**config.mk**
```make
export PLATFORM = sky130hd
export DESIGN_NAME = display_link_top
export DESIGN_NICKNAME = d
export VERILOG_FILES = /design/src/rtl/disp_pkg.sv /design/src/rtl/net_pkg.sv /design/src/rtl/display_link_top.sv /design/src/rtl/display_updater.sv /design/src/rtl/packet_receiver.sv
export VERILOG_INCLUDE_DIRS = /design/src /design/src/rtl
export SDC_FILE = /design/constraint.sdc
export NUM_CORES = 1
export LEC_CHECK = 0
export BUFFER_PORTS_ARGS = -buffer_cell sky130_fd_sc_hd__buf_2
export CORE_MARGIN = 3
export CORE_UTILIZATION = 57
export DETAILED_ROUTE_END_ITERATION = 8
export PLACE_DENSITY = 0.87
export RECOVER_POWER = 50
export SLEW_MARGIN = 10
export SYNTH_ARGS = -nofsm -noshare
export SYNTH_HDL_FRONTEND = slang
export SYNTH_SLANG_ARGS = --single-unit
```
**constraint.sdc**
```tcl
create_clock -name clk -period 2.75 [get_ports clk]
set_input_delay 0.275 -clock clk [delete_from_list [all_inputs] [get_ports clk]]
set_output_delay 0.275 -clock clk [all_outputs]
set_load 0.02 [all_outputs]
```
**src/rtl/link_defines.svh**
```systemverilog
/*
 * serial link constants
 *   syncword value and width
 *   packet width and receive bit counter width
 *   framebuffer side length
 */

`ifndef LINK_DEFINES_SVH
`define LINK_DEFINES_SVH

// syncword sent msb first ahead of each packet
`define LINK_SYNC_BITS 8
// not reachable from the idle zero level
`define LINK_SYNCWORD 8'hB5

// encoded packet on one lane
`define LINK_PKT_BITS 16
`define LINK_CNT_BITS 5

// square framebuffer of 8-bit colors
`define LINK_FB_DIM 8

`endif

```
**src/rtl/disp_pkg.sv**
```systemverilog
/*
 * display side types
 *   pixel color and framebuffer coordinate
 *   control register selectors
 */

`include "link_defines.svh"

package disp_pkg;

	// one framebuffer cell
	typedef logic [7:0] color_t;

	// row or column index
	typedef logic [$clog2(`LINK_FB_DIM)-1:0] coord_t;

	// reg_sel field of a control packet
	typedef logic [5:0] ctrl_sel_t;

	// brightness level register
	localparam ctrl_sel_t CTRL_SEL_BRIGHT = 6'd0;

	// blank flag, lsb of value only
	localparam ctrl_sel_t CTRL_SEL_BLANK = 6'd1;

endpackage : disp_pkg

```
**src/rtl/net_pkg.sv**
```systemverilog
/*
 * link packet types
 *   kind enum carried in the top bits of every packet
 *   pixel and control layouts of a packet word
 *   union giving both views of one received word
 */

package net_pkg;

	// top two bits of every packet word
	typedef enum logic [1:0] {
		KIND_PIXEL = 2'd0,
		KIND_CTRL  = 2'd1,
		KIND_RSVD2 = 2'd2,
		KIND_RSVD3 = 2'd3
	} pkt_kind_e;

	// pixel write to one framebuffer cell
	typedef struct packed {
		pkt_kind_e  kind;
		logic [2:0] x;
		logic [2:0] y;
		logic [7:0] color;
	} pixel_pkt_t;

	// control register write
	typedef struct packed {
		pkt_kind_e  kind;
		logic [5:0] reg_sel;
		logic [7:0] value;
	} ctrl_pkt_t;

	// one received word
	// kind sits in the same bits for both views
	typedef union packed {
		pixel_pkt_t pix;
		ctrl_pkt_t  ctrl;
	} pkt_u;

endpackage : net_pkg

```
**src/rtl/display_link_top.sv**
```systemverilog
/*
 * two lane display link top level
 *   one packet receiver per serial lane
 *   shared display updater with framebuffer read port
 */

`timescale 1ns/1ps
`include "link_defines.svh"

module display_link_top (
	input  logic                clk,
	input  logic                rst_l,
	input  logic                serial_a,
	input  logic                serial_b,
	input  disp_pkg::coord_t    rd_x,
	input  disp_pkg::coord_t    rd_y,
	output disp_pkg::color_t    rd_color,
	output disp_pkg::color_t    brightness,
	output logic                blank,
	output logic                upd_valid,
	output logic                upd_lane,
	output net_pkg::pkt_kind_e  upd_kind,
	output logic [7:0]          drop_count
);

	// receiver to updater
	logic [`LINK_PKT_BITS-1:0]  pkt_a;
	logic [`LINK_PKT_BITS-1:0]  pkt_b;
	logic                       done_a;
	logic                       done_b;
	logic                       start_a;
	logic                       start_b;

	////////////////////////////////////////////////////////////////////////////
	// lanes
	////////////////////////////////////////////////////////////////////////////

	packet_receiver u_rx_a (
		.clk    (clk),
		.rst_l  (rst_l),
		.start  (start_a),
		.serial (serial_a),
		.pkt    (pkt_a),
		.done   (done_a)
	);

	packet_receiver u_rx_b (
		.clk    (clk),
		.rst_l  (rst_l),
		.start  (start_b),
		.serial (serial_b),
		.pkt    (pkt_b),
		.done   (done_b)
	);

	////////////////////////////////////////////////////////////////////////////
	// display side
	////////////////////////////////////////////////////////////////////////////

	display_updater u_upd (
		.clk        (clk),
		.rst_l      (rst_l),
		.pkt_a      (pkt_a),
		.pkt_b      (pkt_b),
		.done_a     (done_a),
		.done_b     (done_b),
		.start_a    (start_a),
		.start_b    (start_b),
		.rd_x       (rd_x),
		.rd_y       (rd_y),
		.rd_color   (rd_color),
		.brightness (brightness),
		.blank      (blank),
		.upd_valid  (upd_valid),
		.upd_lane   (upd_lane),
		.upd_kind   (upd_kind),
		.drop_count (drop_count)
	);

endmodule : display_link_top

```
**src/rtl/display_updater.sv**
```systemverilog
/*
 * display updater for two receive lanes
 *   lane arbitration with lane a first and start pulses
 *   packet decode into framebuffer and control registers
 *   update report and dropped packet counter
 */

`timescale 1ns/1ps
`include "link_defines.svh"

module display_updater (
	input  logic                       clk,
	input  logic                       rst_l,
	input  logic [`LINK_PKT_BITS-1:0]  pkt_a,
	input  logic [`LINK_PKT_BITS-1:0]  pkt_b,
	input  logic                       done_a,
	input  logic                       done_b,
	output logic                       start_a,
	output logic                       start_b,
	input  disp_pkg::coord_t           rd_x,
	input  disp_pkg::coord_t           rd_y,
	output disp_pkg::color_t           rd_color,
	output disp_pkg::color_t           brightness,
	output logic                       blank,
	output logic                       upd_valid,
	output logic                       upd_lane,
	output net_pkg::pkt_kind_e         upd_kind,
	output logic [7:0]                 drop_count
);

	// row major, indexed [y][x]
	disp_pkg::color_t    fb [`LINK_FB_DIM][`LINK_FB_DIM];

	logic                armed;
	logic                take_a;
	logic                take_b;
	logic                take;
	logic                ctrl_known;
	logic                drop;
	net_pkg::pkt_u       sel;
	net_pkg::pkt_kind_e  sel_kind;

	////////////////////////////////////////////////////////////////////////////
	// arbitration and start pulses
	////////////////////////////////////////////////////////////////////////////

	// low only in the first cycle out of reset
	always_ff @(posedge clk, negedge rst_l) begin
		if (!rst_l) begin
			armed <= 1'b0;
		end else begin
			armed <= 1'b1;
		end
	end

	// lane a wins a tie
	// the loser keeps done high and is served next cycle
	assign take_a = done_a;
	assign take_b = done_b & !done_a;
	assign take   = take_a | take_b;

	// power-up pulse on both lanes, then re-arm the consumed lane
	assign start_a = !armed | take_a;
	assign start_b = !armed | take_b;

	////////////////////////////////////////////////////////////////////////////
	// decode
	////////////////////////////////////////////////////////////////////////////

	assign sel      = take_a ? pkt_a : pkt_b;
	assign sel_kind = sel.pix.kind;

	assign ctrl_known = (sel.ctrl.reg_sel == disp_pkg::CTRL_SEL_BRIGHT) ||
		(sel.ctrl.reg_sel == disp_pkg::CTRL_SEL_BLANK);

	// reserved kinds and unknown selectors
	assign drop = take && ((sel_kind == net_pkg::KIND_RSVD2) ||
		(sel_kind == net_pkg::KIND_RSVD3) ||
		((sel_kind == net_pkg::KIND_CTRL) && !ctrl_known));

	////////////////////////////////////////////////////////////////////////////
	// display state
	////////////////////////////////////////////////////////////////////////////

	always_ff @(posedge clk, negedge rst_l) begin
		if (!rst_l) begin
			for (int y = 0; y < `LINK_FB_DIM; y++) begin
				for (int x = 0; x < `LINK_FB_DIM; x++) begin
					fb[y][x] <= '0;
				end
			end
		end else if (take && (sel_kind == net_pkg::KIND_PIXEL)) begin
			fb[sel.pix.y][sel.pix.x] <= sel.pix.color;
		end
	end

	assign rd_color = fb[rd_y][rd_x];

	always_ff @(posedge clk, negedge rst_l) begin
		if (!rst_l) begin
			brightness <= '0;
			blank      <= 1'b0;
		end else if (take && (sel_kind == net_pkg::KIND_CTRL)) begin
			if (sel.ctrl.reg_sel == disp_pkg::CTRL_SEL_BRIGHT) begin
				brightness <= sel.ctrl.value;
			end else if (sel.ctrl.reg_sel == disp_pkg::CTRL_SEL_BLANK) begin
				blank <= sel.ctrl.value[0];
			end
		end
	end

	// wraps at 255
	always_ff @(posedge clk, negedge rst_l) begin
		if (!rst_l) begin
			drop_count <= '0;
		end else if (drop) begin
			drop_count <= drop_count + 8'd1;
		end
	end

	// report lines the cycle the new state is visible
	always_ff @(posedge clk, negedge rst_l) begin
		if (!rst_l) begin
			upd_valid <= 1'b0;
			upd_lane  <= 1'b0;
			upd_kind  <= net_pkg::KIND_PIXEL;
		end else begin
			upd_valid <= take;
			if (take) begin
				upd_lane <= take_b;
				upd_kind <= sel_kind;
			end
		end
	end

	////////////////////////////////////////////////////////////////////////////
	// checks
	////////////////////////////////////////////////////////////////////////////

	// a lane that loses a tie still holds done and is served next cycle
	a_tie_served: assert property (@(posedge clk) disable iff (!rst_l)
		(armed && done_a && done_b) |=> start_b);

	// a re-armed lane has dropped done by the next cycle
	a_rearm_a: assert property (@(posedge clk) disable iff (!rst_l)
		start_a |=> !done_a);
	a_rearm_b: assert property (@(posedge clk) disable iff (!rst_l)
		start_b |=> !done_b);

endmodule : display_updater

```
**src/rtl/packet_receiver.sv**
```systemverilog
/*
 * single lane packet receiver
 *   syncword search after a start pulse
 *   msb first shift of one packet
 *   done level held until the next start
 */

`timescale 1ns/1ps
`include "link_defines.svh"

module packet_receiver (
	input  logic                       clk,
	input  logic                       rst_l,
	input  logic                       start,
	input  logic                       serial,
	output logic [`LINK_PKT_BITS-1:0]  pkt,
	output logic                       done
);

	logic                        listen;
	logic                        synced;
	logic                        sync_shift;
	logic                        data_shift;
	logic [`LINK_SYNC_BITS-1:0]  sync_reg;
	logic [`LINK_CNT_BITS-1:0]   bit_cnt;

	////////////////////////////////////////////////////////////////////////////
	// sync search
	////////////////////////////////////////////////////////////////////////////

	// listen flag, set by the first start and kept
	always_ff @(posedge clk, negedge rst_l) begin
		if (!rst_l) begin
			listen <= 1'b0;
		end else if (start) begin
			listen <= 1'b1;
		end
	end

	assign synced     = (sync_reg == `LINK_SYNCWORD);
	assign sync_shift = listen & !synced;

	// start clears to zero
	// zero never matches the syncword
	always_ff @(posedge clk, negedge rst_l) begin
		if (!rst_l) begin
			sync_reg <= '0;
		end else if (start) begin
			sync_reg <= '0;
		end else if (sync_shift) begin
			sync_reg <= {sync_reg[`LINK_SYNC_BITS-2:0], serial};
		end
	end

	////////////////////////////////////////////////////////////////////////////
	// packet shift and bit count
	////////////////////////////////////////////////////////////////////////////

	// stops once the full packet is in
	assign data_shift = synced & !done;

	always_ff @(posedge clk, negedge rst_l) begin
		if (!rst_l) begin
			pkt <= '0;
		end else if (start) begin
			pkt <= '0;
		end else if (data_shift) begin
			pkt <= {pkt[`LINK_PKT_BITS-2:0], serial};
		end
	end

	always_ff @(posedge clk, negedge rst_l) begin
		if (!rst_l) begin
			bit_cnt <= '0;
		end else if (start) begin
			bit_cnt <= '0;
		end else if (data_shift) begin
			bit_cnt <= bit_cnt + 1'b1;
		end
	end

	// high right after the edge that takes the last data bit
	assign done = (bit_cnt == `LINK_CNT_BITS'(`LINK_PKT_BITS));

	////////////////////////////////////////////////////////////////////////////
	// checks
	////////////////////////////////////////////////////////////////////////////

	// a packet completes exactly one packet width behind the syncword match
	a_done_after_sync: assert property (@(posedge clk) disable iff (!rst_l)
		$rose(done) |-> synced && $past(synced, `LINK_PKT_BITS) &&
			!$past(synced, `LINK_PKT_BITS + 1));

	// held packet stays put until the updater re-arms the lane
	a_pkt_held: assert property (@(posedge clk) disable iff (!rst_l)
		(done && !start) |=> $stable(pkt));

endmodule : packet_receiver

```
==> results of run 1 <==
## tightest hold or removal path, stage by stage
cell and delay (ps):
dlygate4sd3_1 530, buf_2 140, nand2_1 50, a21oi_1 50
## power breakdown
part	internal, mW	switching [mW]
combinational	0.212	0.464
sequential	8.74	0.00442
clock	4.63	3.46
total	13.6	3.93
## worst min path at each step
stage,start,to,slack (ps),cells past startpoint
2_1_floorplan,rst_l,u_rx_a.bit_cnt[0],-20,0
3_3_place_gp,rst_l,u_upd.fb[70],300,1
3_5_place_dp,rst_l,u_upd.fb[134],320,1
4_1_cts,rst_l,u_upd.fb[3],250,2
5_1_grt,u_upd.drop_count[7],u_upd.drop_count[7],490,1
6_report,serial_b,u_rx_b.pkt[0],460,4
## routing by layer
metal	GRT usage	vias up	wire [µm]	share of wire
met4	0.1888	6	6164	0.072
met1	0.4016	10890	28850	0.34
met3	0.09795	558	11870	0.14
li1	-	8566	-	-
met5	0	-	43	0.00050
met2	0.4952	1955	38550	0.45
## timing repair
action,in CTS,in global routing
resized for setup,26,103
gates cloned,0,7
pin swaps,10,11
hold buffers,3,0
endpoints found under the setup margin,14,448
endpoints found under the hold margin,52,0
setup buffers,2,25
## cell families after synthesis
kind of cell	count (synthesis)	share of synthesized area
compound gates	823	0.1587
other cells	1	0.0001372
simple gates	312	0.05777
flops	594	0.5438
mux	360	0.1966
buf+inv	243	0.03593
xor+xnor	15	0.004807
fa+ha+maj	5	0.002289
## cell usage after synthesis, types with 7 or more instances
library cell / count / area, µm²
o21ai_0: 675 / 3378
dfrtp_1: 594 / 14860
mux2_2: 184 / 2072
clkbuf_1: 178 / 668.1
nand2_1: 130 / 488.0
mux4_2: 121 / 2725
mux2i_1: 53 / 530.5
nor2_1: 47 / 176.4
or2_2: 43 / 269.0
buf_2: 37 / 185.2
o21ai_1: 36 / 180.2
a21oi_1: 32 / 160.2
o22ai_1: 18 / 112.6
buf_1: 16 / 60.06
a211oi_1: 15 / 112.6
nor2_2: 15 / 93.84
a22oi_1: 13 / 97.59
nand2b_1: 12 / 75.07
xor2_1: 12 / 105.1
and2_1: 10 / 62.56
nand4_1: 10 / 62.56
nand3_1: 9 / 45.04
o211ai_1: 8 / 60.06
inv_1: 7 / 26.28
nor3_1: 7 / 35.03
## metrics by stage
stage / hold WS, ps / worst slack (ps) / utilization / total power, mW
3_5_place_dp: 315.4 / 4.603 / 0.6123 / 9.567
6_report: 464.0 / -124.1 / 0.6641 / 17.52
2_1_floorplan: -20.59 / 172.8 / - / 9.188
3_3_place_gp: 303.0 / 107.7 / 0.6123 / 9.548
4_1_cts: 245.7 / -101.3 / 0.6559 / 17.52
5_1_grt: 487.8 / -390.2 / 0.6639 / 17.92
## layout make-up
class | count | area [µm²]
fill | 2973 | 15770
sequential | 594 | 14860
tap | 607 | 759.5
clock buffer | 79 | 1684
clock inverter | 21 | 222.7
multi-input combinational | 1517 | 11810
antenna | 5 | 12.51
timing repair buffer | 190 | 1797
inverter | 7 | 26.28
==> flow_summary.json, run 1 <==
{
  "instances_no_fill": 3020,
  "r2r-start": "u_rx_a.bit_cnt[1]",
  "cts_buffers": 58,
  "max_stage_delay_ps": 480,
  "grt-ovfl-total": 0,
  "rsz0062_at_grt": "yes",
  "core_area_mm2": 0.04695,
  "final_cell_mix": "o21ai_0, dfrtp_1, mux2_2",
  "fin_crit_sh": 1.045,
  "dpl.hpwl_mm": 48.03,
  "arrival_ps": 2600,
  "largest_registers": "u_upd.fb: 512 flops, u_rx_a.pkt: 16 flops, u_rx_b.pkt: 16 flops",
  "synthesis.yosys.warnings": 0,
  "track_usage": 0.3198,
  "cp.required_ps": 2480,
  "gp_congestion": 0.9085,
  "worstSkewPairLatency_ps": 640,
  "cts_tree": "yes",
  "drt_drc_violations_left": 3,
  "power_density_mw_per_mm2": 561.8,
  "io_pins": 39,
  "synth_flop_cell": "dfrtp_1",
  "cp.depth": 6,
  "die_height_um": 225.0,
  "p_leak_nw": 13.65,
  "setup_tns_ps": -665.2,
  "start_util": 0.5822,
  "dieArea_mm2": 0.05062,
  "period_minus_slack_ps": 2874,
  "clock.fmax_ghz": 0.3479,
  "dp.cells": 2878,
  "r2r_cells": 10,
  "synthToLayoutAreaGrowth_pct": 14.07,
  "largest_register": "u_upd.fb",
  "worstSetupPathType": "flop to output port",
  "synth_nets": 2368,
  "layout.nets": 2383,
  "detail_route.wl_per_cell_um": 28.31,
  "worst-path-buf-inv": 1,
  "ys_seq_area_frac": 0.5438,
  "setup_slack_ps": -124.1,
  "via_per_inst": 7.277,
  "synth_cells": 2353,
  "max_cap_viol_count": 1,
  "start_kind": "flop",
  "antenna_found_initial": 5,
  "grt_max_degree": 102,
  "crit_fanout": 2,
  "slew_violations": 67,
  "synth.avg_cell_area_um2": 11.62,
  "status": "complete, but fails checks",
  "grt_pass1_wl_mm": 125.1,
  "endpoint": "rd_color[4]",
  "ys_seq_elements": 594,
  "reg2reg_setup_slack_ps": -120,
  "cts_max_level": 2,
  "max-clock-path-buffers": 3,
  "rows": 79,
  "slowest_stage": "mux4_2",
  "final-setup-viol-count": 8,
  "hold_class": "input port to flop",
  "cp-end-kind": "output port",
  "final_area_mm2": 0.03118,
  "layout_commonest_cell": "o21ai_0",
  "crit_family": "multiplexers",
  "cts.sinks": 594,
  "worst_slew_pin_slew_ps": 1927,
  "ir_worst_vdd_uv": 559.0,
  "io_buffers": 38,
  "clk_pin_slew_ps": 60,
  "max_slew_margin": -0.2847,
  "place_area_mm2": 0.02875,
  "yosys.cell_types.count": 56,
  "drive_above_1_share": 0.2836,
  "ant_nets": 0,
  "dr_total_vias": 21980,
  "fin_worst_skew_ps": 22.51,
  "largest_register_ffs": 512,
  "async_flop_share": 1.000,
  "wl_mm": 85.49,
  "drtIter0Drc": 3544,
  "violations": "design-rule violations, max-capacitance violations, max-slew violations, negative setup slack",
  "r2r_end": "u_upd.fb[486]",
  "hold_viol": 0,
  "path_cells": "mux4_2 > mux2_4 > a22oi_2 > a211oi_2 > a21o_1 > buf_6",
  "cp-startpoint": "u_upd.fb[28]",
  "grt_pass1_vias": 22110,
  "cts_root_buf": "clkbuf_16",
  "firstDrtPassIters": 9,
  "netlist_area_mm2": 0.02733,
  "synth_edf_count": 0,
  "die_x_um": 225.0
}
No activity file was read; power rests on OpenSTA's default activity.
==> inputs of run 2 (changes only) <==
PLACE_DENSITY = 0.84   (was 0.87)
REMOVE_ABC_BUFFERS = 1   (was unset)
==> flow_summary.json, run 2 (synthesized netlist as in run 1, its figures left out) <==
{
  "cts_tree": "yes",
  "track_usage": 0.3194,
  "gp_congestion": 0.9149,
  "setup_tns_ps": -54.82,
  "drive_above_1_share": 0.2804,
  "clock.fmax_ghz": 0.3609,
  "power_mw": 17.80,
  "layout.nets": 2373,
  "ant_nets": 0,
  "cts_buffers": 57,
  "status": "complete, but fails checks",
  "wl_mm": 81.06,
  "ir_worst_vdd_uv": 601.2,
  "drt_drc_violations_left": 0,
  "rsz0062_at_grt": "yes",
  "start_util": 0.5822,
  "crit_fanout": 2,
  "slew_violations": 82,
  "fin_hold_ws_ps": 463.0,
  "cp.required_ps": 2480,
  "via_per_inst": 7.098,
  "antenna_found_initial": 2,
  "final-setup-viol-count": 4,
  "largest_registers": "u_upd.fb: 512 flops, u_rx_a.pkt: 16 flops, u_rx_b.pkt: 16 flops",
  "io_pins": 39,
  "core_area_mm2": 0.04695,
  "hold_class": "input port to flop",
  "cts_max_level": 2,
  "cts_root_buf": "clkbuf_16",
  "grt-ovfl-total": 0,
  "fillers": 3095,
  "hold_viol": 0,
  "period_minus_slack_ps": 2771,
  "violations": "max-capacitance violations, max-slew violations, negative setup slack",
  "dr_total_vias": 21400,
  "cts.sinks": 594,
  "final_cell_mix": "o21ai_0, dfrtp_1, mux2_2",
  "die_height_um": 225.0,
  "max-clock-path-buffers": 3,
  "setup_slack_ps": -20.73,
  "fin_crit_sh": 1.008,
  "place_area_mm2": 0.02880,
  "grt_max_degree": 85,
  "worstSetupPathType": "flop to output port",
  "clk_pin_slew_ps": 60,
  "io_buffers": 38,
  "detail_route.wl_per_cell_um": 26.88,
  "power_density_mw_per_mm2": 573.4,
  "arrival_ps": 2500,
  "largest_register": "u_upd.fb",
  "grt_pass1_vias": 21820,
  "fin_worst_skew_ps": 22.20,
  "worst_slew_pin_slew_ps": 2209,
  "largest_register_ffs": 512,
  "drtIter0Drc": 3116,
  "pre_cts_ws_ps": -11.64,
  "firstDrtPassIters": 6,
  "dpl.hpwl_mm": 48.42,
  "rows": 79,
  "final_area_mm2": 0.03103,
  "start_kind": "flop",
  "cp-end-kind": "output port",
  "die_x_um": 225.0,
  "max_cap_viol_count": 1,
  "grt_pass1_wl_mm": 125.0,
  "worstSkewPairLatency_ps": 620,
  "layout_commonest_cell": "o21ai_0",
  "synthToLayoutAreaGrowth_pct": 13.54,
  "dieArea_mm2": 0.05062,
  "max_slew_margin": -0.4727,
  "p_leak_nw": 13.64
}
==> run 2: per-layer routing <==
layer	vias up	GRT usage	share of wire
met5	-	0	0.00017
met4	2	0.1849	0.056
met3	356	0.07959	0.12
met2	1682	0.4957	0.47
met1	10790	0.4147	0.36
li1	8571	-	-
==> run 2: power by group <==
part | total [mW] | switching [mW] | internal (mW)
Combinational | 0.670 | 0.456 | 0.214
Sequential | 8.75 | 0.00437 | 8.74
Clock | 8.38 | 3.50 | 4.88
==> run 2: worst paths after layout <==
kind / start / endpoint / slack (ps) / depth (start not counted)
min: serial_b / u_rx_b.pkt[0] / 460 / 4
min reg2reg: u_upd.drop_count[7] / u_upd.drop_count[7] / 470 / 1
max reg2reg: u_rx_a.bit_cnt[1] / u_upd.fb[400] / -10 / 9
max: u_upd.fb[9] / rd_color[1] / -20 / 6
max in group asynchronous: rst_l / u_upd.fb[420] / 250 / 3
min in group asynchronous: rst_l / u_upd.fb[328] / 860 / 2
==> run 2: cell type report <==
cell class	instances	area, µm²	area share
Tap cell	607	759.5	0.02447
Multi-Input combinational cell	1517	11670	0.3760
Timing Repair Buffer	181	1694	0.05459
Clock inverter	23	305.3	0.009838
Inverter	7	26.28	0.0008467
Clock buffer	85	1713	0.05519
Antenna cell	1	2.502	0.00008064
Sequential cell	594	14860	0.4790
==> run 2: worst max-delay path: stages (launching register included) <==
cell,delay [ps]
dfrtp_1,400
mux4_2,480
mux2_4,280
a22oi_2,200
a211oi_2,100
a21o_1,240
buf_6,160
==> run 2: stage by stage <==
stage,utilization,std cells
2_1_floorplan,-,2117
3_3_place_gp,0.6135,2891
4_1_cts,0.6587,3006
5_1_grt,0.6609,3014
6_report,0.6610,3015
3_5_place_dp,0.6135,2891
==> run 2: repair_timing <==
item                                   in CTS  in global routing
endpoints found under the hold margin      72                  0
gates resized for setup                    14                 31
setup endpoints to repair                  54                161
hold buffers                                3                  0
pin swaps                                   2                  3
setup buffers                               4                  7
cloned                                      0                  1
